File: src/isa_pkg.sv
////////////////////////////////////////////////////////////////////////////
// ISA definitions for the single-cycle 16-bit load/store processor
// Opcodes, branch conditions and instruction field layouts
////////////////////////////////////////////////////////////////////////////
`default_nettype none

package isa_pkg;

  // Data word and byte address
  typedef logic [15:0] word_t;
  typedef logic [3:0]  reg_idx_t;
  typedef logic [3:0]  imm4_t;
  typedef logic [7:0]  imm8_t;
  // Branch offset in words
  typedef logic [8:0]  br_off_t;

  // All sixteen opcodes, the unused ones decode as no-op
  typedef enum logic [3:0] {
    op_add = 4'h0, op_sub = 4'h1, op_xor = 4'h2, op_red    = 4'h3,
    op_sll = 4'h4, op_sra = 4'h5, op_ror = 4'h6, op_paddsb = 4'h7,
    op_lw  = 4'h8, op_sw  = 4'h9, op_llb = 4'ha, op_lhb    = 4'hb,
    op_b   = 4'hc, op_br  = 4'hd, op_pcs = 4'he, op_hlt    = 4'hf
  } opcode_e;

  // Branch conditions in bits 11..9
  typedef enum logic [2:0] {
    cond_neq    = 3'b000,  // Z clear
    cond_eq     = 3'b001,  // Z set
    cond_gt     = 3'b010,  // Z and N clear
    cond_lt     = 3'b011,  // N set
    cond_gte    = 3'b100,  // Z set or N clear
    cond_lte    = 3'b101,  // N or Z set
    cond_ovfl   = 3'b110,  // V set
    cond_always = 3'b111
  } cond_e;

  // Register format, rt doubles as the 4-bit immediate
  typedef struct packed {
    opcode_e  opcode;
    reg_idx_t rd;
    reg_idx_t rs;
    reg_idx_t rt;
  } instr_r_t;

  // Byte load format
  typedef struct packed {
    opcode_e  opcode;
    reg_idx_t rd;
    imm8_t    imm8;
  } instr_i8_t;

  // Branch format
  typedef struct packed {
    opcode_e opcode;
    cond_e   cond;
    br_off_t off;
  } instr_b_t;

endpackage

`default_nettype wire

File: src/register_file.sv
////////////////////////////////////////////////////////////////////////////
// Register file, sixteen 16-bit registers
// Two combinational read ports, one clocked write port, r0 reads zero
////////////////////////////////////////////////////////////////////////////
`default_nettype none

module register_file (
  input  wire                    clk,
  input  wire                    reset,
  input  wire isa_pkg::reg_idx_t src1,
  input  wire isa_pkg::reg_idx_t src2,
  input  wire isa_pkg::reg_idx_t dst,
  input  wire                    write,
  input  wire isa_pkg::word_t    dst_data,
  output isa_pkg::word_t         src1_data,
  output isa_pkg::word_t         src2_data
);
  import isa_pkg::*;

  word_t regs [16];

  // Write lands at the edge that ends the instruction
  always_ff @(posedge clk) begin
    if (reset) begin
      for (int i = 0; i < 16; i++) begin
        regs[i] <= '0;
      end
    end else if (write && (dst != '0)) begin
      regs[dst] <= dst_data;
    end
  end

  // Register 0 is hardwired to zero
  assign src1_data = (src1 == '0) ? '0 : regs[src1];
  assign src2_data = (src2 == '0) ? '0 : regs[src2];

endmodule

`default_nettype wire

File: config.mk
export PLATFORM = sky130hd
export DESIGN_NAME = register_file
export DESIGN_NICKNAME = d
export VERILOG_FILES = /design/src/isa_pkg.sv /design/src/register_file.sv
export SDC_FILE = /design/constraint.sdc
export NUM_CORES = 1
export LEC_CHECK = 0
export BUFFER_PORTS_ARGS = -buffer_cell sky130_fd_sc_hd__buf_2
export CAP_MARGIN = 40
export CORE_MARGIN = 2
export CORE_UTILIZATION = 40
export DETAILED_ROUTE_END_ITERATION = 10
export HOLD_SLACK_MARGIN = 0.12
export PLACE_DENSITY = 0.54
export SLEW_MARGIN = 40
export SYNTH_ARGS = -nofsm -noshare
export SYNTH_HDL_FRONTEND = slang
export SYNTH_SLANG_ARGS = --single-unit
File: constraint.sdc
create_clock -name clk -period 5.3 [get_ports clk]
set_input_delay 1.06 -clock clk [delete_from_list [all_inputs] [get_ports clk]]
set_output_delay 1.06 -clock clk [all_outputs]
set_load 0.005 [all_outputs]
==> results.cfg <==
[sta]
period_needed_ns = 4.35
fmax_mhz = 230
timing_hold_violations_final = 0
maxSlewHeadroom = 0.462
setup_violations = 0
final.period_utilization = 0.821
rsz0062_at_grt = no
maxSlewViolCount = 0
finalSetupTns_ns = 0
worst_slew_pin_slew_ns = 0.808

[placement]
dp_hpwl_um = 24400
gp_congestion = 0.818
portBuffers = 62
place_inst = 1385

[run_status]
status = finished, final reports clean

[critical_path]
path_common_cell = buf_2
required_ns = 4.24
cp-end-kind = output pin
cpMaxStageDelayCell = a2111oi_0
arrival_ns = 3.29
worstPathMaxFanout = 19
cpPeakStageDelay_ns = 0.71
critPathKind = in -> out
path_cells = buf_2 > nand2b_1 > o22ai_1 > a2111oi_0 > a21oi_1 > buf_2
critPathLaunchType = input pin

[clock_tree]
cts_tree = yes
hold_buffers = 0
cts.sinks = 241
cts.repair.resized = 0
cts_max_level = 1
clockBufferDepth = 3
cts_buffers = 26
clkTransAtPathRegs_ns = 0.06
cts-root-buf = clkbuf_16
postCtsSetupBuffers = 0

[layout]
final_nets = 1002
n_fill_cell = 2938
register_area_um2 = 7240
drive_gt1_frac = 0.250
finalNonFillerCells = 1432
regMostFlops = regs
top_regs = regs (241)
synthToLayoutAreaGrowth_pct = 11.2
multi_input_area_um2 = 5430
largest_register_ff_count = 241

[synthesis]
synth.area.top_cells = edfxtp_1, mux4_2, and2_1
synth-main-ff-cell = edfxtp_1
synth.top_cell.area_share = 0.552
synthCells = 932
synth_seq_cells = 241
yosysTopAreaCell = edfxtp_1
synth-edff-count = 241
yosysSeqAreaShare = 0.552
synthesis.area_um2 = 13100
syn_area_per_cell_um2 = 14.1
yosysUniqueCellTypes = 39
ys_warn_count = 0
synth_nets = 963
synthArstFlopShare = 0

[floorplan]
ios = 63
start_util = 0.404
rows = 66
die-area_um2 = 34300
die_width_um = 185
die_y_um = 185
core_um2 = 32500

[grt]
grt_overflow_total = 0
grt_max_degree = 44
grt_antenna_before_repair = 0
grt_usage = 0.225
grt_first_pass_wirelength_um = 55000
grt_pass1_vias = 8221

[worst_hold_path]
hold_path_class = in -> reg

[detailed_routing]
drt_iter0_drc = 630
drtAntennaViolNets = 0
via_per_inst = 5.49
vias = 7868
post_drt_wl_per_cell_um = 26.3
firstDrtPassIters = 7
routed_wl_um = 37700
drc = 0

[power_and_ir_drop]
power.density_nw_per_um2 = 311
ir_drop_mv = 0.222
leakagePower_nw = 5.28

[flow_run]
cap_violations = 0
==> final timing paths <==
| path | slack (ns) | end | start | cells after the start |
|---|---|---|---|---|
| worst max-delay path | 0.95 | src1_data[0] | src1[3] | 6 |
| worst min-delay path | 0.98 | regs[0][14] | reset | 1 |
==> power by group <==
part / total, W / leakage, nW / switching, W / internal [W]
clock network: 0.00172 / 0.395 / 0.000750 / 0.000968
registers: 0.00227 / 2.30 / 0.0000595 / 0.00221
logic: 0.000545 / 2.59 / 0.000317 / 0.000229
total: 0.00453 / 5.28 / 0.00113 / 0.00341
==> cell usage after synthesis (4+ instances only) <==
cell,n
a2111oi_0,5
a2111oi_2,9
a21oi_1,47
a221o_1,15
a22oi_1,15
and2_1,241
buf_2,32
buf_4,9
buf_6,6
clkbuf_1,33
edfxtp_1,241
mux2_2,17
mux2i_1,105
mux4_2,67
nand2_1,4
nand2b_1,4
nor2_1,26
o22ai_1,14
or2_1,4
or2_2,11
==> kinds of logic after synthesis <==
logic type | Yosys count | share of synthesized area
buffers and inverters | 84 | 0.0343
multiplexers | 189 | 0.210
other | 1 | 0.000286
AND/OR/NAND/NOR | 305 | 0.142
AO/OA/AOI/OAI | 112 | 0.0622
flip-flops | 241 | 0.552
==> worst max-delay path, delay by kind of cell <==
kind	cells	cell delay (ns)
compound gates	3	1.01
buf+inv	2	0.58
simple gates	1	0.63
==> cell type report <==
| cell class | instances | share of cell area |
|---|---|---|
| well taps | 442 | 0.0379 |
| clock inverters | 16 | 0.00669 |
| inverters | 1 | 0.000257 |
| diodes | 1 | 0.000172 |
| flip-flops and latches | 241 | 0.496 |
| clock buffers | 30 | 0.0471 |
| multi-input cells | 607 | 0.372 |
| repair buffers | 94 | 0.0391 |
==> routing by layer <==
layer / vias up / GRT usage / wire [um]
li1: 3601 / - / -
met5: - / 0 / 0
met3: 59 / 0.0287 / 1390
met4: 0 / 0.0651 / 986
met1: 4023 / 0.295 / 16400
met2: 185 / 0.391 / 18900
==> through the flow <==
stage	utilization	power (W)	hold WS (ns)	worst slack (ns)	cell area (um^2)
2_1_floorplan	-	0.00264	1.26	2.05	13100
3_3_place_gp	0.425	0.00285	1.49	1.02	13800
3_5_place_dp	0.425	0.00286	1.51	0.991	13800
4_1_cts	0.449	0.00455	0.957	0.977	14600
5_1_grt	0.449	0.00468	0.966	0.786	14600
6_report	0.449	0.00453	0.977	0.948	14600
==> placed cells by master, fill, tap and decap left out, drive strengths merged <==
| master | count |
|---|---|
| and2 | 241 |
| edfxtp | 241 |
| mux2i | 105 |
| buf | 94 |
| mux4 | 67 |
| a21oi | 47 |
| clkbuf | 30 |
| nor2 | 28 |
| mux2 | 17 |
| a22oi | 15 |
| a221o | 15 |
| or2 | 15 |
| a2111oi | 15 |
| clkinv | 15 |
| o22ai | 14 |
| nand2 | 4 |
| nand2b | 4 |
| a211oi | 3 |
| nor3 | 3 |
| nor2b | 3 |
| nand3 | 2 |
| nand3b | 2 |
| nor3b | 2 |
| diode | 1 |
| and3b | 1 |
| inv | 1 |
| a31oi | 1 |
| o21ai | 1 |
| o31ai | 1 |
| bufinv | 1 |
| conb | 1 |
No activity file was read; power rests on OpenSTA's default activity.
