[src/isa_pkg.sv]
////////////////////////////////////////////////////////////////////////////
// ISA definitions for the single-cycle 16-bit load/store processor
// Opcodes, branch conditions and instruction field layouts
////////////////////////////////////////////////////////////////////////////
`default_nettype none

package isa_pkg;

  // Data word and byte address
  typedef logic [15:0] word_t;
  typedef logic [3:0]  reg_idx_t;
  typedef logic [3:0]  imm4_t;
  typedef logic [7:0]  imm8_t;
  // Branch offset in words
  typedef logic [8:0]  br_off_t;

  // All sixteen opcodes, the unused ones decode as no-op
  typedef enum logic [3:0] {
    op_add = 4'h0, op_sub = 4'h1, op_xor = 4'h2, op_red    = 4'h3,
    op_sll = 4'h4, op_sra = 4'h5, op_ror = 4'h6, op_paddsb = 4'h7,
    op_lw  = 4'h8, op_sw  = 4'h9, op_llb = 4'ha, op_lhb    = 4'hb,
    op_b   = 4'hc, op_br  = 4'hd, op_pcs = 4'he, op_hlt    = 4'hf
  } opcode_e;

  // Branch conditions in bits 11..9
  typedef enum logic [2:0] {
    cond_neq    = 3'b000,  // Z clear
    cond_eq     = 3'b001,  // Z set
    cond_gt     = 3'b010,  // Z and N clear
    cond_lt     = 3'b011,  // N set
    cond_gte    = 3'b100,  // Z set or N clear
    cond_lte    = 3'b101,  // N or Z set
    cond_ovfl   = 3'b110,  // V set
    cond_always = 3'b111
  } cond_e;

  // Register format, rt doubles as the 4-bit immediate
  typedef struct packed {
    opcode_e  opcode;
    reg_idx_t rd;
    reg_idx_t rs;
    reg_idx_t rt;
  } instr_r_t;

  // Byte load format
  typedef struct packed {
    opcode_e  opcode;
    reg_idx_t rd;
    imm8_t    imm8;
  } instr_i8_t;

  // Branch format
  typedef struct packed {
    opcode_e opcode;
    cond_e   cond;
    br_off_t off;
  } instr_b_t;

endpackage

`default_nettype wire

[src/ctrl_pkg.sv]
////////////////////////////////////////////////////////////////////////////
// Datapath control definitions
// Control word, flag bits and ALU operation select
////////////////////////////////////////////////////////////////////////////
`default_nettype none

package ctrl_pkg;

  // ALU function select
  typedef enum logic [2:0] {
    add    = 3'd0,
    sub    = 3'd1,
    xor_op = 3'd2,
    sll    = 3'd3,
    sra    = 3'd4,
    ror    = 3'd5,
    llb    = 3'd6,
    lhb    = 3'd7
  } alu_op_e;

  // Zero, overflow and negative flags
  typedef struct packed {
    logic z;
    logic v;
    logic n;
  } flags_t;

  // Per-flag write enables
  typedef struct packed {
    logic z_en;
    logic v_en;
    logic n_en;
  } flag_en_t;

  // Control word from decode
  typedef struct packed {
    logic     reg_write;
    logic     alu_src_imm;
    alu_op_e  alu_op;
    flag_en_t flag_en;
    logic     mem_read;
    logic     mem_write;
    logic     mem_to_reg;
    logic     branch;
    logic     halt;
    // rd is read as an operand (LLB, LHB, SW data)
    logic     rd_is_src;
  } ctrl_t;

endpackage

`default_nettype wire

[src/pc_unit.sv]
////////////////////////////////////////////////////////////////////////////
// Program counter
// Next-PC and branch target, condition check and halt
////////////////////////////////////////////////////////////////////////////
`default_nettype none

module pc_unit (
  input  wire                   clk,
  input  wire                   reset,
  input  wire ctrl_pkg::ctrl_t  ctrl,
  input  wire isa_pkg::word_t   instr,
  input  wire ctrl_pkg::flags_t flags,
  output isa_pkg::word_t        pc,
  output logic                  hlt
);
  import isa_pkg::*;
  import ctrl_pkg::*;

  instr_b_t fields;
  word_t    pc_plus2;
  word_t    pc_target;
  word_t    pc_next;
  logic     cond_met;

  assign fields    = instr;
  assign pc_plus2  = pc + 16'd2;
  // Offset counts words, relative to pc plus 2
  assign pc_target = pc_plus2 + {{6{fields.off[8]}}, fields.off, 1'b0};

  // Condition against the current flags
  always_comb begin
    case (fields.cond)
      cond_neq:    cond_met = ~flags.z;
      cond_eq:     cond_met = flags.z;
      cond_gt:     cond_met = ~flags.z & ~flags.n;
      cond_lt:     cond_met = flags.n;
      cond_gte:    cond_met = flags.z | ~flags.n;
      cond_lte:    cond_met = flags.n | flags.z;
      cond_ovfl:   cond_met = flags.v;
      default:     cond_met = 1'b1;
    endcase
  end

  // HLT freezes the pc
  assign pc_next = ctrl.halt                ? pc        :
                   (ctrl.branch && cond_met) ? pc_target : pc_plus2;

  always_ff @(posedge clk) begin
    if (reset) begin
      pc <= '0;
    end else begin
      pc <= pc_next;
    end
  end

  assign hlt = ctrl.halt;

endmodule

`default_nettype wire

[config.mk]
export PLATFORM = sky130hd
export DESIGN_NAME = pc_unit
export DESIGN_NICKNAME = d
export VERILOG_FILES = /design/src/isa_pkg.sv /design/src/ctrl_pkg.sv /design/src/pc_unit.sv
export SDC_FILE = /design/constraint.sdc
export NUM_CORES = 1
export LEC_CHECK = 0
export ABC_AREA = 1
export BUFFER_PORTS_ARGS = -buffer_cell sky130_fd_sc_hd__buf_4
export CORE_ASPECT_RATIO = 1.2
export CORE_MARGIN = 2
export CORE_UTILIZATION = 30
export CTS_CLUSTER_SIZE = 25
export DETAILED_ROUTE_END_ITERATION = 10
export HOLD_SLACK_MARGIN = 0.02
export PLACE_DENSITY_LB_ADDON = 0.2
export SYNTH_ARGS = -nofsm -noshare
export SYNTH_HDL_FRONTEND = slang
export SYNTH_SLANG_ARGS = --single-unit
[constraint.sdc]
create_clock -name clk -period 5.55 [get_ports clk]
set_input_delay 0.8325 -clock clk [delete_from_list [all_inputs] [get_ports clk]]
set_output_delay 0.8325 -clock clk [all_outputs]
set_load 0.01 [all_outputs]
==> results_dict.tcl <==
set metrics [dict create \
    reg_top3 "pc: 15 flops" \
    grt_overflow 0 \
    yosysSeqAreaShare_pct 14.4 \
    synth.area.top_cells "nand2_1 21%, dfxtp_1 14%, inv_1 12%, ha_1 11%, nand3_1 8.2%" \
    grt_max_degree 22 \
    syn2layout_area_growth_pct 17.5 \
    syn_nets 426 \
    critPathArrivalTime_ns 2.93 \
    cp_common_cell "nand3_1" \
    synth_seq_cells 15 \
    dr.pass1.iters 4 \
    reg2reg_slack_ns 2.78 \
    die-area_sq_mm 0.00763 \
    required_ns 5.71 \
    syn-mean-instance-area_sq_um 5.62 \
    tns_ns 0 \
    cp_top_family "simple AND/OR/NAND/NOR gates" \
    finalMaxSlewViolations 0 \
    drtIter0Drc 95 \
    layout_commonest_cell "nand2_1" \
    post-cts-setup-buffers 0 \
    cap_violations 0 \
    rsz0062_at_grt "false" \
    stdcell_area_sq_mm 0.00245 \
    synth_area_sq_mm 0.00208 \
    crit_chain "ha_1, nand3_1, nor2_4, xor2_1, inv_1, ha_1, nand2_1, nor2_1, nand3_1, nand3_1, nand2_1, nand3_1, nand3_1, nand2_1, inv_1" \
    grt_pass1_vias 2079 \
    finClkSkew_ns 0.00112 \
    die_h_um 95.3 \
    cts_resized 0 \
    max_stage_delay_ns 0.46 \
    p_leak_nw 1.36 \
    grt_first_pass_wirelength_um 9450 \
    p_per_area_mw_per_mm2 170 \
    setup_violations 0 \
    fmax_mhz 361 \
    fin_crit_sh_pct 49.9 \
    largest_register_ffs 15 \
    route.antenna.remaining_nets 0 \
    postPlaceCellArea_sq_mm 0.00240 \
    ios 52 \
    design.core.area_sq_mm 0.00677 \
    wl_per_cell_um 11.4 \
    clkSinkCount 15 \
    path_clk_slew_ns 0.06 \
    cts_hold_buffers 0 \
    top_register "pc" \
    status "completed" \
    startpoint_type "register" \
    crit_type "register to register" \
    drive_gt1_share_pct 13.0 \
    grt_usage_pct 15.5 \
    num_antenna_cells 0 \
    rows 33 \
    clk_latency_ns 0.25 \
    critPathBufInv 2 \
    cts_root_buf "clkbuf_8" \
    syn_inst 371 \
    end_kind "register" \
    cts_buffers 3 \
    vias 2259 \
    final_nets 457 \
    die_w_um 80.1 \
    cp_max_fo 7 \
    initial_utilization_pct 30.8 \
    final_cell_mix "116 x nand2_1, 67 x inv_1, 34 x nand3_1, 34 x buf_4, 30 x a21oi_1" \
    yosysWarnings 0 \
    period_minus_slack_ns 2.77 \
    ir_drop_mv 0.0646 \
    hold_path_class "register to register" \
    yosys.area.top_type "nand2_1" \
    synth_top_cell_area_share_pct 20.9 \
    htree_levels 1 \
    clockBufferDepth 2 \
    total_power_mw 0.417 \
    gp_congestion 0.834 \
    remaining_drc_errors 0 \
    cts_tree "yes" \
    place_hpwl_um 4680 \
    cpMaxStageDelayCell "dfxtp_1" \
    synth_cell_type_count 29 \
    vias_per_cell 4.63 \
    antenna_found_initial 0 \
    portBuffers 34 \
    hold_viol 0 \
    drt_wl_total_um 5580 \
    hold_ws_ns 0.539 \
]
==> power breakdown <==
| group | switching (mW) | internal, mW | total [mW] | leakage, nW |
|---|---|---|---|---|
| Combinational | 0.117 | 0.0780 | 0.195 | 1.21 |
| Clock | 0.0415 | 0.0498 | 0.0914 | 0.0255 |
| Sequential | 0.0145 | 0.117 | 0.131 | 0.124 |
| Total | 0.173 | 0.245 | 0.417 | 1.36 |
==> cells in the mapped netlist <==
master    number
nor2_2         2
nand3_2        2
fa_1           1
inv_1         67
a21oi_1       30
ha_1          19
xnor2_1        3
nor2_4         2
nor3_1         3
o21ai_1        1
inv_2          2
nand2_2        4
conb_1         1
o21bai_1       1
dfxtp_1       15
nor2_1        29
o21ai_0        7
nand3_1       34
nand3_4        1
nand2_1      116
xor2_1         8
nand3b_1       2
buf_2          3
nand4_1       10
clkbuf_1       2
or2_2          1
and2_1         1
a21o_1         1
buf_4          3
==> path summary, 6_finish.rpt <==
check | cells past startpoint | endpoint | startpoint
max reg2reg | 15 | pc[11] | pc[1]
min reg2reg | 2 | pc[13] | pc[13]
min | 2 | pc[13] | pc[13]
max | 15 | pc[11] | pc[1]
==> cell families after synthesis <==
family / synth area share [%]
flip-flops: 14.4
AO/OA/AOI/OAI: 9.84
other: 0.180
buffers and inverters: 14.6
XOR/XNOR: 4.62
AND/OR/NAND/NOR: 44.0
adder cells (fa/ha/maj): 12.4
==> area by class of cell <==
class / instances / area (sq um)
Sequential cell: 15 / 300
Multi-Input combinational cell: 279 / 1480
Clock buffer: 3 / 41.3
Clock inverter: 1 / 5.00
Fill cell: 804 / 4320
Timing Repair Buffer: 34 / 255
Tap cell: 87 / 109
Inverter: 69 / 259
==> worst min-delay path, cell delays in order, from the launching register on <==
cell and delay (ns):
dfxtp_1 0.36, nand2_1 0.08, a21oi_1 0.05
==> routing by layer <==
layer | wire length (um) | GRT usage, % | up-vias | share of wire (%)
li1 | - | - | 1214 | -
met1 | 2650 | 20.6 | 1005 | 47
met2 | 2710 | 26.9 | 36 | 49
met3 | 163 | 0.758 | 4 | 2.9
met4 | 61 | 4.80 | 0 | 1.1
met5 | 0 | 0 | - | 0
==> metrics by stage <==
| stage | std cells | setup WS [ns] | utilization [%] |
|---|---|---|---|
| floorplan | 371 | 3.29 | - |
| global placement | 484 | 2.78 | 35.5 |
| detailed placement | 484 | 2.77 | 35.5 |
| CTS | 488 | 2.73 | 36.2 |
| global route | 488 | 2.46 | 36.2 |
| finish | 488 | 2.78 | 36.2 |
Note: power is estimated with default switching activity, not from simulation.
