### config.mk
export PLATFORM = sky130hd
export DESIGN_NAME = alu
export DESIGN_NICKNAME = d
export VERILOG_FILES = /design/src/isa_pkg.sv /design/src/ctrl_pkg.sv /design/src/alu.sv
export SDC_FILE = /design/constraint.sdc
export NUM_CORES = 1
export LEC_CHECK = 0
export BUFFER_PORTS_ARGS = -buffer_cell sky130_fd_sc_hd__buf_2
export CAP_MARGIN = 20
export CORE_ASPECT_RATIO = 1.25
export CORE_MARGIN = 4
export CORE_UTILIZATION = 55
export CTS_CLUSTER_DIAMETER = 80
export DETAILED_ROUTE_END_ITERATION = 12
export PLACE_DENSITY = 0.9
export SLEW_MARGIN = 5
export SYNTH_ARGS = -nofsm -noshare
export SYNTH_HDL_FRONTEND = slang
export SYNTH_SLANG_ARGS = --single-unit
### constraint.sdc
create_clock -name clk -period 10.8 [get_ports clk]
set_input_delay 0.54 -clock clk [delete_from_list [all_inputs] [get_ports clk]]
set_output_delay 0.54 -clock clk [all_outputs]
set_load 0.05 [all_outputs]
### src/isa_pkg.sv
////////////////////////////////////////////////////////////////////////////
// ISA definitions for the single-cycle 16-bit load/store processor
// Opcodes, branch conditions and instruction field layouts
////////////////////////////////////////////////////////////////////////////
`default_nettype none

package isa_pkg;

  // Data word and byte address
  typedef logic [15:0] word_t;
  typedef logic [3:0]  reg_idx_t;
  typedef logic [3:0]  imm4_t;
  typedef logic [7:0]  imm8_t;
  // Branch offset in words
  typedef logic [8:0]  br_off_t;

  // All sixteen opcodes, the unused ones decode as no-op
  typedef enum logic [3:0] {
    op_add = 4'h0, op_sub = 4'h1, op_xor = 4'h2, op_red    = 4'h3,
    op_sll = 4'h4, op_sra = 4'h5, op_ror = 4'h6, op_paddsb = 4'h7,
    op_lw  = 4'h8, op_sw  = 4'h9, op_llb = 4'ha, op_lhb    = 4'hb,
    op_b   = 4'hc, op_br  = 4'hd, op_pcs = 4'he, op_hlt    = 4'hf
  } opcode_e;

  // Branch conditions in bits 11..9
  typedef enum logic [2:0] {
    cond_neq    = 3'b000,  // Z clear
    cond_eq     = 3'b001,  // Z set
    cond_gt     = 3'b010,  // Z and N clear
    cond_lt     = 3'b011,  // N set
    cond_gte    = 3'b100,  // Z set or N clear
    cond_lte    = 3'b101,  // N or Z set
    cond_ovfl   = 3'b110,  // V set
    cond_always = 3'b111
  } cond_e;

  // Register format, rt doubles as the 4-bit immediate
  typedef struct packed {
    opcode_e  opcode;
    reg_idx_t rd;
    reg_idx_t rs;
    reg_idx_t rt;
  } instr_r_t;

  // Byte load format
  typedef struct packed {
    opcode_e  opcode;
    reg_idx_t rd;
    imm8_t    imm8;
  } instr_i8_t;

  // Branch format
  typedef struct packed {
    opcode_e opcode;
    cond_e   cond;
    br_off_t off;
  } instr_b_t;

endpackage

`default_nettype wire

### src/ctrl_pkg.sv
////////////////////////////////////////////////////////////////////////////
// Datapath control definitions
// Control word, flag bits and ALU operation select
////////////////////////////////////////////////////////////////////////////
`default_nettype none

package ctrl_pkg;

  // ALU function select
  typedef enum logic [2:0] {
    add    = 3'd0,
    sub    = 3'd1,
    xor_op = 3'd2,
    sll    = 3'd3,
    sra    = 3'd4,
    ror    = 3'd5,
    llb    = 3'd6,
    lhb    = 3'd7
  } alu_op_e;

  // Zero, overflow and negative flags
  typedef struct packed {
    logic z;
    logic v;
    logic n;
  } flags_t;

  // Per-flag write enables
  typedef struct packed {
    logic z_en;
    logic v_en;
    logic n_en;
  } flag_en_t;

  // Control word from decode
  typedef struct packed {
    logic     reg_write;
    logic     alu_src_imm;
    alu_op_e  alu_op;
    flag_en_t flag_en;
    logic     mem_read;
    logic     mem_write;
    logic     mem_to_reg;
    logic     branch;
    logic     halt;
    // rd is read as an operand (LLB, LHB, SW data)
    logic     rd_is_src;
  } ctrl_t;

endpackage

`default_nettype wire

### src/alu.sv
////////////////////////////////////////////////////////////////////////////
// ALU and flag register
// Saturating add/sub, XOR, shifts, rotate, byte loads, LW/SW address
////////////////////////////////////////////////////////////////////////////
`default_nettype none

module alu (
  input  wire                  clk,
  input  wire                  reset,
  input  wire ctrl_pkg::ctrl_t ctrl,
  input  wire isa_pkg::word_t  instr,
  input  wire isa_pkg::word_t  op1,
  input  wire isa_pkg::word_t  op2,
  output isa_pkg::word_t       result,
  output ctrl_pkg::flags_t     flags
);
  import isa_pkg::*;
  import ctrl_pkg::*;

  instr_r_t    fields_r;
  instr_i8_t   fields_i;
  imm4_t       imm4;
  logic        is_mem;
  word_t       opnd_a;
  word_t       opnd_b;
  word_t       sum_raw;
  word_t       diff_raw;
  logic        add_ovf;
  logic        sub_ovf;
  logic        ovf;
  logic [31:0] ror_wide;
  flags_t      flags_nxt;

  assign fields_r = instr;
  assign fields_i = instr;
  assign imm4     = fields_r.rt;
  assign is_mem   = ctrl.mem_read | ctrl.mem_write;

  ////////////////////////////////////////////////////////////////////////////
  // Operand selection
  ////////////////////////////////////////////////////////////////////////////
  // Memory base is rs with bit 0 cleared
  assign opnd_a = is_mem ? {op1[15:1], 1'b0} : op1;
  // Memory offset is sign-extended and scaled to bytes
  // Shift amount is the zero-extended 4-bit immediate
  assign opnd_b = is_mem           ? {{11{imm4[3]}}, imm4, 1'b0} :
                  ctrl.alu_src_imm ? {12'h000, imm4} : op2;

  assign sum_raw  = opnd_a + opnd_b;
  assign diff_raw = opnd_a - opnd_b;
  // Signed overflow when the result sign disagrees with the operands
  assign add_ovf  = (opnd_a[15] == opnd_b[15]) && (sum_raw[15] != opnd_a[15]);
  assign sub_ovf  = (opnd_a[15] != opnd_b[15]) && (diff_raw[15] != opnd_a[15]);
  // Low half of the doubled word gives the rotate
  assign ror_wide = {op1, op1} >> opnd_b[3:0];

  always_comb begin
    ovf = 1'b0;
    case (ctrl.alu_op)
      // Address adds wrap, arithmetic adds saturate
      add: begin
        ovf    = add_ovf & ~is_mem;
        result = ovf ? (opnd_a[15] ? 16'h8000 : 16'h7fff) : sum_raw;
      end
      sub: begin
        ovf    = sub_ovf;
        result = ovf ? (opnd_a[15] ? 16'h8000 : 16'h7fff) : diff_raw;
      end
      xor_op:  result = op1 ^ opnd_b;
      sll:     result = op1 << opnd_b[3:0];
      sra:     result = word_t'($signed(op1) >>> opnd_b[3:0]);
      ror:     result = ror_wide[15:0];
      // Byte loads merge into the current rd value on op2
      llb:     result = {op2[15:8], fields_i.imm8};
      lhb:     result = {fields_i.imm8, op2[7:0]};
      default: result = sum_raw;
    endcase
  end

  ////////////////////////////////////////////////////////////////////////////
  // Flag register
  ////////////////////////////////////////////////////////////////////////////
  assign flags_nxt.z = (result == '0);
  assign flags_nxt.v = ovf;
  assign flags_nxt.n = result[15];

  // Each flag only moves when its enable is set
  always_ff @(posedge clk) begin
    if (reset) begin
      flags <= '0;
    end else begin
      if (ctrl.flag_en.z_en) begin
        flags.z <= flags_nxt.z;
      end
      if (ctrl.flag_en.v_en) begin
        flags.v <= flags_nxt.v;
      end
      if (ctrl.flag_en.n_en) begin
        flags.n <= flags_nxt.n;
      end
    end
  end

endmodule

`default_nettype wire

==> impl_metrics.toml <==
[placed_design]
hpwl_um = 17650
routabilityCongestion = 1.062
io_buffers = 69

[setup_path]
criticalPathCategory = "input pin to output port"
timing.rr.start = "flags[0]$_SDFFE_PP0P_"
crit_path_frequent_cell = "nor2_1"
crit_family = "compound AO/OA/AOI/OAI gates"
crit_start = "ctrl[4]"
crit_buf_inv = 3
cp-start-kind = "input pin"
critPathArrivalTime_ns = 6.80
critPathSlowestCell = "or2_1"
crit_required_ns = 10.26
worstSetupEndpointType = "output port"
path_cells = "buf_2 > or2_1 > nor2_1 > buf_4 > a21o_1 > ha_1 > nor2b_1 > a311o_1 > o21ai_1 > a31oi_1 > a221o_1 > a21oi_1 > nor2_1 > nor2_1 > o21bai_1 > fa_1 > or4_1 > and2_1 > o31ai_1 > o211ai_1 > a311oi_1 > nand2_1 > buf_2"
crit_path_max_incr_delay_ns = 0.68
cp_max_fo = 19

[yosys]
async_flop_share_pct = 0
ys_types = 89
yosys_warnings = 0
post_synth.cell_area_avg_um2 = 6.768
yosysSeqAreaShare_pct = 1.190
yosysTopAreaCell = "ha_1"
synth_seq_cells = 3
synth_edf_count = 0
syn_inst = 746
synth_area_leaders = "ha_1, mux2i_1, o21ai_0"
syn-num-nets = 846
synth_ff_type = "dfxtp_1"
synth_area_mm2 = 0.005049
synth_top_area_share_pct = 8.178

[timing]
hold_viol_final = 0
post-route-period-util_pct = 67.99
holdWs_ns = 0.4682
worst_slew_pin_slew_ns = 0.9269
grt_setup_unrepaired = "no"
final-setup-viol-count = 0
fmax_mhz = 136.2
fin_crit_ns = 7.343
finalMaxSlewViolations = 0
clock_skew_ns = 0
tns_ns = 0
relSlewSlack_pct = 36.44

[clock_network]
numCtsBuffers = 3
cts_resized = 0
postCtsHoldBufs = 0
root_buffer = "clkbuf_8"
cts_setup_buffers = 0
cts_sinks = 3
cts_tree = "yes"
clockBufferDepth = 2
clk_pin_slew_worst_paths_ns = 0.03
htree_levels = 1
insertion_delay_ns = 0.23

[floorplanning]
die_w_um = 93.70
ioPinCount = 83
die_y_um = 115.1
row_count = 38
core_area_mm2 = 0.008796
start_util_pct = 57.40
die_area_mm2 = 0.01079

[cells_and_area]
layout-drive-gt1-share_pct = 16.36
final_common_cell = "buf_2"
final_nets = 871
top_register = "flags"
largest_register_ffs = 3
final_cell_mix = "buf_2, nand2_1, o21ai_0"
final_util_pct = 61.27
area_delta_synth_final_pct = 6.741
top_regs = "flags (3)"

[routing]
drtPass1Iterations = 8
drt_wl_total_um = 23520
viasPerCell = 7.577
drc = 0
routed-via-count = 6751
drt_iter0_markers = 858
avgRoutedWirePerCell_um = 26.39
ant_nets = 0

[pwr]
switching_share_pct = 63.16
power_leakage_nw = 2.311
comb_power_share_pct = 89.5
intPower_w = 0.0001658
ir_drop_mv = 0.06570
power_switching_w = 0.0002844
power_w = 0.0004502
p_seq_share_pct = 2.6
powerDensity_mw_per_mm2 = 83.54
clkPwrFrac_pct = 7.8

[global_routing]
grt_pass1_vias = 6137
antenna_found_initial = 1
grt_overflow_total = 0
grt_pass1_wl_um = 35960
grt_max_degree = 41
grtUsageTotal_pct = 43.16

[run]
max_cap_violations = 0

[hold_path]
hold_path_class = "flip-flop to flip-flop"
min_from = "flags[2]$_SDFFE_PP0P_"

[status]
status = "completed"
==> power by group through the flow <==
stage / registers [W] / clock network, W / logic, W
global placement: 0.0000119 / 0 / 0.000384
detailed placement: 0.0000119 / 0 / 0.000385
floorplan: 0.0000135 / 0 / 0.000278
global route: 0.0000118 / 0.0000370 / 0.000425
finish: 0.0000118 / 0.0000353 / 0.000403
CTS: 0.0000118 / 0.0000354 / 0.000387
==> synth_stat cells (18+ instances only) <==
master    number
clkbuf_1      28
o21ai_0       57
a21oi_1       42
nor3_1        23
nand3_1       34
o211ai_1      29
ha_1          33
buf_2         18
nor2_1        55
inv_1         39
mux2i_1       37
nand2_1       62
==> metrics by stage <==
stage	instances	worst slack [ns]	cell area, um^2
3_3_place_gp	886	3.662	5341
2_1_floorplan	746	4.144	5049
6_report	891	3.457	5389
5_1_grt	890	3.049	5386
3_5_place_dp	886	3.555	5341
4_1_cts	890	3.628	5386
==> cell type report <==
| type | count | area, um^2 |
|---|---|---|
| diodes | 1 | 2.502 |
| fillers | 887 | 3407 |
| flip-flops and latches | 3 | 60.06 |
| clock buffers | 4 | 45.04 |
| repair buffers | 78 | 412.9 |
| inverters | 42 | 157.7 |
| multi-input cells | 643 | 4561 |
| well taps | 120 | 150.1 |
==> worst register-to-register path, delay by kind of cell (launching register included) <==
kind             cells  cell delay (ns)
and+or+nand+nor      1             0.06
muxes                1             0.13
DFF                  1             0.29
==> final timing paths <==
kind              cells past startpoint  slack (ns)                    end
setup / recovery                     23        3.46              result[4]
hold / removal                        2        0.47  flags[2]$_SDFFE_PP0P_
setup reg to reg                      2       10.21  flags[0]$_SDFFE_PP0P_
hold reg to reg                       2        0.47  flags[2]$_SDFFE_PP0P_
==> kinds of logic (layout without fill, tap and decap cells) <==
group,Yosys count,in the layout,share of synthesized area (%)
compound gates,289,289,40.82
simple gates,247,247,24.66
buf+inv,100,124,8.476
mux,56,56,12.89
fa+ha+maj,36,36,9.368
xor+xnor,15,15,2.602
flops,3,3,1.190
other cells,0,1,0
==> layer usage <==
layer | up-vias | part of all wire, % | global-route usage (%)
li1 | 2935 | - | -
met3 | 146 | 12 | 7.788
met2 | 588 | 45 | 70.82
met4 | 0 | 8.3 | 27.36
met1 | 3082 | 35 | 51.62
met5 | - | 0 | 0
(Power assumes the default switching activity.)
