==> src/isa_pkg.sv <==
////////////////////////////////////////////////////////////////////////////
// ISA definitions for the single-cycle 16-bit load/store processor
// Opcodes, branch conditions and instruction field layouts
////////////////////////////////////////////////////////////////////////////
`default_nettype none

package isa_pkg;

  // Data word and byte address
  typedef logic [15:0] word_t;
  typedef logic [3:0]  reg_idx_t;
  typedef logic [3:0]  imm4_t;
  typedef logic [7:0]  imm8_t;
  // Branch offset in words
  typedef logic [8:0]  br_off_t;

  // All sixteen opcodes, the unused ones decode as no-op
  typedef enum logic [3:0] {
    op_add = 4'h0, op_sub = 4'h1, op_xor = 4'h2, op_red    = 4'h3,
    op_sll = 4'h4, op_sra = 4'h5, op_ror = 4'h6, op_paddsb = 4'h7,
    op_lw  = 4'h8, op_sw  = 4'h9, op_llb = 4'ha, op_lhb    = 4'hb,
    op_b   = 4'hc, op_br  = 4'hd, op_pcs = 4'he, op_hlt    = 4'hf
  } opcode_e;

  // Branch conditions in bits 11..9
  typedef enum logic [2:0] {
    cond_neq    = 3'b000,  // Z clear
    cond_eq     = 3'b001,  // Z set
    cond_gt     = 3'b010,  // Z and N clear
    cond_lt     = 3'b011,  // N set
    cond_gte    = 3'b100,  // Z set or N clear
    cond_lte    = 3'b101,  // N or Z set
    cond_ovfl   = 3'b110,  // V set
    cond_always = 3'b111
  } cond_e;

  // Register format, rt doubles as the 4-bit immediate
  typedef struct packed {
    opcode_e  opcode;
    reg_idx_t rd;
    reg_idx_t rs;
    reg_idx_t rt;
  } instr_r_t;

  // Byte load format
  typedef struct packed {
    opcode_e  opcode;
    reg_idx_t rd;
    imm8_t    imm8;
  } instr_i8_t;

  // Branch format
  typedef struct packed {
    opcode_e opcode;
    cond_e   cond;
    br_off_t off;
  } instr_b_t;

endpackage

`default_nettype wire

==> src/ctrl_pkg.sv <==
////////////////////////////////////////////////////////////////////////////
// Datapath control definitions
// Control word, flag bits and ALU operation select
////////////////////////////////////////////////////////////////////////////
`default_nettype none

package ctrl_pkg;

  // ALU function select
  typedef enum logic [2:0] {
    add    = 3'd0,
    sub    = 3'd1,
    xor_op = 3'd2,
    sll    = 3'd3,
    sra    = 3'd4,
    ror    = 3'd5,
    llb    = 3'd6,
    lhb    = 3'd7
  } alu_op_e;

  // Zero, overflow and negative flags
  typedef struct packed {
    logic z;
    logic v;
    logic n;
  } flags_t;

  // Per-flag write enables
  typedef struct packed {
    logic z_en;
    logic v_en;
    logic n_en;
  } flag_en_t;

  // Control word from decode
  typedef struct packed {
    logic     reg_write;
    logic     alu_src_imm;
    alu_op_e  alu_op;
    flag_en_t flag_en;
    logic     mem_read;
    logic     mem_write;
    logic     mem_to_reg;
    logic     branch;
    logic     halt;
    // rd is read as an operand (LLB, LHB, SW data)
    logic     rd_is_src;
  } ctrl_t;

endpackage

`default_nettype wire

==> src/control_unit.sv <==
////////////////////////////////////////////////////////////////////////////
// Main decoder
// Turns the opcode into the datapath control word
////////////////////////////////////////////////////////////////////////////
`default_nettype none

module control_unit (
  input  wire isa_pkg::word_t instr,
  output ctrl_pkg::ctrl_t     ctrl
);
  import isa_pkg::*;
  import ctrl_pkg::*;

  instr_r_t fields;

  assign fields = instr;

  always_comb begin
    // Everything inactive unless the opcode says otherwise
    ctrl = '0;
    case (fields.opcode)
      op_add, op_sub: begin
        ctrl.reg_write = 1'b1;
        ctrl.alu_op    = (fields.opcode == op_add) ? add : sub;
        ctrl.flag_en   = '{z_en: 1'b1, v_en: 1'b1, n_en: 1'b1};
      end
      op_xor: begin
        ctrl.reg_write    = 1'b1;
        ctrl.alu_op       = xor_op;
        ctrl.flag_en.z_en = 1'b1;
      end
      // Shift amount from the 4-bit immediate
      op_sll, op_sra, op_ror: begin
        ctrl.reg_write    = 1'b1;
        ctrl.alu_src_imm  = 1'b1;
        ctrl.alu_op       = (fields.opcode == op_sll) ? sll :
                            (fields.opcode == op_sra) ? sra : ror;
        ctrl.flag_en.z_en = 1'b1;
      end
      op_lw: begin
        ctrl.reg_write   = 1'b1;
        ctrl.alu_src_imm = 1'b1;
        ctrl.mem_read    = 1'b1;
        ctrl.mem_to_reg  = 1'b1;
      end
      // Store data comes from rd
      op_sw: begin
        ctrl.alu_src_imm = 1'b1;
        ctrl.mem_write   = 1'b1;
        ctrl.rd_is_src   = 1'b1;
      end
      op_llb, op_lhb: begin
        ctrl.reg_write = 1'b1;
        ctrl.alu_op    = (fields.opcode == op_llb) ? llb : lhb;
        ctrl.rd_is_src = 1'b1;
      end
      op_b:    ctrl.branch = 1'b1;
      op_hlt:  ctrl.halt   = 1'b1;
      default: ctrl = '0;
    endcase
  end

endmodule

`default_nettype wire

==> config.mk <==
export PLATFORM = sky130hd
export DESIGN_NAME = control_unit
export DESIGN_NICKNAME = d
export VERILOG_FILES = /design/src/isa_pkg.sv /design/src/ctrl_pkg.sv /design/src/control_unit.sv
export SDC_FILE = /design/constraint.sdc
export NUM_CORES = 1
export LEC_CHECK = 0
export BUFFER_PORTS_ARGS = -buffer_cell sky130_fd_sc_hd__buf_2
export CORE_AREA = 10 10 47 49
export DETAILED_ROUTE_END_ITERATION = 10
export DIE_AREA = 0 0 57 59
export GPL_TIMING_DRIVEN = 1
export PLACE_DENSITY = 0.57
export SLEW_MARGIN = 40
export SYNTH_ARGS = -nofsm -noshare
export SYNTH_HDL_FRONTEND = slang
export SYNTH_SLANG_ARGS = --single-unit
==> constraint.sdc <==
create_clock -name vclk -period 0.8
set_input_delay 0 -clock vclk [all_inputs]
set_output_delay 0 -clock vclk [all_outputs]
set_load 0.05 [all_outputs]
==> summary.md, run 1 <==
| Metric | Value |
|---|---|
| Outcome | complete, but fails checks |
| Failing checks | setup timing |
| Clock network fraction of total power | 0 |
| Synth warn | 0 |
| FP Rows | 14 |
| Seq cells | 0 |
| DP Area | 461.7 sq um |
| Post-synthesis sequential area ratio | 0 |
| Sequential Power Share | 0 |
| Fillers | about 150 |
| Design area | 573.1 sq um |
| Number of post-CTS setup repair buffers | 0 |
| Logic gate share of total power | 1.000 |
| Worst hold endpoint | ctrl[10] |
| Setup violators final | 4 |
| Switching pwr | 0.2634 mW |
| Post-DP HPWL | 723.1 microns |
| CP Class | input port to output port |
| Fin worst setup slack | -0.1048 ns |
| Fmax | 1105 MHz |
| Net count, final | 70 |
| Worst IR Drop VDD | between 0.3 and 0.4 mV |
| Placeable core area | 1401 sq um |
| Area Growth Syn to Fin | 181.0% |
| Register area | 0 sq um |
| Min-Delay Path Depth | 4 |
| CP Capture Type | output port |
| Die height | 59 microns |
| Vias per inst | 4.294 |
| Die ar. | 3363 sq um |
| Number of max-cap violations | 0 |
| PortBufs | 18 |
| Share of post-route cells with drive strength above 1 | 0.8077 |
| Die Wd | roughly 57 microns |
| Number of global-route vias before repair | 303 |
| WHS | just over 0.4 ns |
| Yosys top cell area share | 0.1104 |
| Yosys cell types | 22 |
| Max_slew headroom | 0.8345 |
| Syn Area/Cell | 6.579 sq um |
| Required @ worst endpoint | around 0.80 ns |
| Startpoint types | input port |
| Min-Delay Path Class | input port to output port |
| Final hold viol count | 0 |
| Cell type with the largest total area after synthesis | buf_4 |
| Period utilization | 1.131 |
| Dominant cells by area after synthesis | buf_4 11%, nor3_1 7.4%, nand2b_1 6.1% |
| PwrDens | 770.1 nW/um^2 |
| Post-synth design cell area | about 200 sq um |
| Crit path DAT | 0.90 ns |
| Via count | a little under 300 |
| Min cycle time layout | 0.9048 ns |
| GRT Total Usage | 0.05054 |
| Antenna violations before repair | 0 |
| Multi-input gate area | 279.0 sq um |
| Max Transition Viols Final | 0 |
| Antenna-violating nets left | 0 |
| First DRT Iteration DRCs | 1 |
| Largest net degree at the start of global routing | 13 |
| CP Max Fanout | 4 |
| Post-Syn Nets | 47 |
| WL per Instance | roughly 13 microns |
| Mapped Cells | 31 |
| Initial Utilization | 0.1455 |
| RSZ-0062 raised after global routing | true |
| Drt total wl | slightly below 900 microns |
| Sw Ratio | 0.5968 |
| Residual DRC | 0 |
| Clock Buffer Count | 0 |
| IO Count | 30 |
| Diodes inserted | 0 |
| First-pass GRT wire length | 1511 microns |
| First-pass DRT Iterations | 2 |
| Beginning of the worst hold path | instr[12] |
| Grt ovf | 0 |
| Pint | 0.1779 mW |
| Leak pwr | around 0.25 nW |
| Gp weighted congestion | 0.7173 |
| Worst slew pin tran | 0.2464 ns |
## metrics by stage
stage               setup slack (ns)    util  power (mW)  TNS [ns]  instances
floorplan                    -0.2324       -      0.3041   -0.6608         31
global placement             -0.2504  0.3295      0.3728    -1.422         68
detailed placement           -0.2530  0.3295      0.3756    -1.491         68
CTS                          -0.1052  0.3929      0.4326   -0.3688         68
global route                 -0.1159  0.4089      0.4656   -0.4741         68
finish                       -0.1048  0.4089      0.4413   -0.3553         68
## cell families after synthesis
family,after synthesis,synth area share
compound gates,6,0.2086
buf+inv,7,0.2269
simple gates,16,0.4786
xor+xnor,2,0.08591
## worst max path at each step
| stage | slack, ns | cells after the start | start | to |
|---|---|---|---|---|
| after floorplan | -0.23 | 4 | instr[14] | ctrl[5] |
| after global placement | -0.25 | 4 | instr[12] | ctrl[10] |
| after detailed placement | -0.25 | 4 | instr[12] | ctrl[10] |
| after CTS | -0.11 | 4 | instr[15] | ctrl[10] |
| after global routing | -0.12 | 4 | instr[12] | ctrl[10] |
| final | -0.10 | 4 | instr[12] | ctrl[10] |
## synth_stat cells
| cell type | n |
|---|---|
| buf_4 | 3 |
| nor2_1 | 3 |
| nor3_1 | 3 |
| nand2_1 | 2 |
| nand2b_1 | 2 |
| o21ai_0 | 2 |
| a21boi_0 | 1 |
| a21oi_1 | 1 |
| buf_2 | 1 |
| buf_6 | 1 |
| clkbuf_1 | 1 |
| inv_1 | 1 |
| nand3b_1 | 1 |
| nand4bb_1 | 1 |
| nor2b_1 | 1 |
| nor3b_1 | 1 |
| o211ai_2 | 1 |
| o31ai_1 | 1 |
| or3b_1 | 1 |
| or4b_1 | 1 |
| xnor2_1 | 1 |
| xor2_1 | 1 |
## timing repair
item / CTS / global route
hold buffers: 0 / 0
pin swaps: 5 / 2
gates resized for setup: 26 / 6
endpoints found under the setup margin: 10 / 8
## worst max-delay path, stage by stage
cell and delay [ns]:
buf_8 0.10, or4b_4 0.54, o31ai_4 0.07, buf_6 0.19
## cell usage in the layout (no fill, tap or decap), types with 2 or more instances in the layout
| cell | netlist | final |
|---|---|---|
| o21ai_4 | 0 | 2 |
| buf_2 | 1 | 5 |
| nand2_1 | 2 | 2 |
| nor3_4 | 0 | 3 |
| buf_6 | 1 | 10 |
| buf_8 | 0 | 4 |
| buf_4 | 3 | 7 |
| nor2_1 | 3 | 2 |
## power by group through the flow
stage          combinational (mW)  clock [mW]  sequential [mW]
2_1_floorplan               0.304           0                0
4_1_cts                     0.433           0                0
5_1_grt                     0.466           0                0
3_5_place_dp                0.376           0                0
6_report                    0.441           0                0
3_3_place_gp                0.373           0                0
## per-layer routing
layer | up-vias | track usage | wire length (microns) | share of wire
met1 | 134 | 0.05694 | 354 | 0.40
li1 | 149 | - | - | -
met3 | 0 | 0.02146 | 95 | 0.11
met4 | 0 | 0 | 0 | 0
met2 | 9 | 0.09147 | 435 | 0.49
met5 | - | 0 | 0 | 0
## cell type report
class	instances	area share
Multi-Input combinational cell	24	0.4869
Tap cell	16	0.03493
Timing Repair Buffer	27	0.4716
Inverter	1	0.006550
No activity file was read; power rests on OpenSTA's default activity.
==> run 2: changes to the inputs <==
- ABC_AREA: default -> 1
==> run 2 against run 1 <==
The flow now finishes without violations. Wire length shrank 23%. Worst hold slack lost 0.0089 ns. Largest power group unchanged. Die area is the same. Count of clock-buffer cells in the layout is the same.
==> summary.md, run 2 <==
| Metric | Value |
|---|---|
| Outcome | finished, final reports clean |
| Diodes inserted | 0 |
| Most frequent cells after synthesis | 9 x nand2_1, 4 x inv_2, 4 x nor2_1, 3 x nand2_2, 3 x nor3_2 |
| Fin worst setup slack | around 0.047 ns |
| Largest net degree at the start of global routing | 9 |
| Post-synth design cell area | 207.7 sq um |
| Mapped Cells | 37 |
| Required @ worst endpoint | 0.80 ns |
| Final hold viol count | 0 |
| Multi-input gate area | approximately 200 sq um |
| Post-Syn Nets | 53 |
| First-pass GRT wire length | 1104 microns |
| Hold-fix buffers, CTS | 0 |
| Pre-CTS setup slack | -0.02254 ns |
| CP Max Fanout | 5 |
| Residual DRC | 0 |
| DP Area | ~350 sq um |
| PwrDens | 864.3 nW/um^2 |
| Most common cell in the synthesized netlist | nand2_1 |
| Startpoint types | input port |
| Worst IR Drop VDD | 0.2832 mV |
| Fillers | around 170 |
| Register area | 0 sq um |
| PortBufs | 18 |
| Net count, final | 73 |
| Fmax | roughly 1300 MHz |
| Highest-count cells in the layout ignoring fill and taps | 9 x nand2_1, 9 x buf_4, 6 x buf_2 |
| WL per Instance | between 9 and 10 microns |
| Antenna-violating nets left | 0 |
| Grt ovf | 0 |
| Max Transition Viols Final | 0 |
| Dominant cells by area after synthesis | nand2_1 16%, nor3_2 14%, nand2_2 9.0% |
| First-pass DRT Iterations | 2 |
| Antenna violations before repair | 0 |
| Util after Layout | 0.2750 |
| CP Capture Type | output port |
| Die height | 59 microns |
| IO Count | 30 |
| Yosys cell types | 15 |
| Initial Utilization | 0.1482 |
| Number of max-cap violations | 0 |
| Placed Instances | 71 |
| Gp weighted congestion | 0.7592 |
| First DRT Iteration DRCs | 2 |
| Area Growth Syn to Fin | 85.54% |
| Seq cells | 0 |
| Post-route non-filler standard cell count | 71 |
| Sum Neg Setup Slack | 0 ns |
| Synth warn | 0 |
| CP Class | input port to output port |
| RSZ-0062 raised after global routing | false |
| Max_slew headroom | 0.8331 |
| Die ar. | 3363 sq um |
| Cell type with the largest total area after synthesis | nand2_1 |
| Vias per inst | roughly 4.0 |
| Syn Area/Cell | between 5 and 6 sq um |
| Crit path DAT | 0.75 ns |
| WHS | 0.3954 ns |
| Post-synthesis sequential area ratio | 0 |
| Number of post-CTS setup repair buffers | 0 |
| Min cycle time layout | 0.7526 ns |
| Worst slew pin tran | 0.2521 ns |
| PostCTS Resize Cnt | 2 |
| Via count | 285 |
| Period utilization | 0.9408 |
| Post-DP HPWL | 628.8 microns |
| Share of post-route cells with drive strength above 1 | 0.7273 |
| FP Rows | 14 |
| Clock Buffer Count | 0 |
| Design area | 385.4 sq um |
| Die Wd | between 50 and 60 microns |
| Yosys top cell area share | 0.1627 |
| Setup violators final | 0 |
| Leak pwr | 0.2027 nW |
| Min-Delay Path Class | input port to output port |
| Drt total wl | slightly below 700 microns |
| Number of global-route vias before repair | 249 |
| Tot Pwr | 0.3331 mW |
| GRT Total Usage | 0.03717 |
| Placeable core area | 1401 sq um |
[run 2: cell count changes after synthesis, moves of 3 or more]
cell     change
nand2_2      +3
inv_2        +4
nor3_2       +3
nand2_1      +7
[run 2: routing by layer]
layer | track usage | up-vias | part of all wire
met4 | 0 | 0 | 0
met3 | 0.01288 | 0 | 0.10
met5 | 0 | - | 0
met2 | 0.05581 | 13 | 0.40
met1 | 0.05226 | 121 | 0.50
li1 | - | 151 | -
[run 2: kinds of logic (layout without fill, tap and decap cells)]
group / after synthesis / after routing / share of synthesized area
buf+inv: 8 / 26 / 0.2168
compound gates: 4 / 4 / 0.1325
simple gates: 25 / 25 / 0.6506
[run 2: worst max-delay path: stages]
cell and delay (ns):
buf_2 0.14, inv_2 0.07, buf_4 0.15, nor3_4 0.17, buf_4 0.22
[run 2: final cells by class]
class	count	area share
multi-input cells	29	0.5195
repair buffers	21	0.3799
well taps	16	0.05195
inverters	5	0.04870
[run 2: final timing paths]
| kind | start | end | slack [ns] | cells past startpoint |
|---|---|---|---|---|
| max | instr[14] | ctrl[1] | 0.05 | 5 |
| min | instr[14] | ctrl[7] | 0.40 | 3 |
[run 2: report_power, final]
part / total (mW) / internal, mW / switching [mW] / leakage, nW
clock network: 0 / 0 / 0 / 0
logic: 0.333 / 0.0953 / 0.238 / 0.203
registers: 0 / 0 / 0 / 0
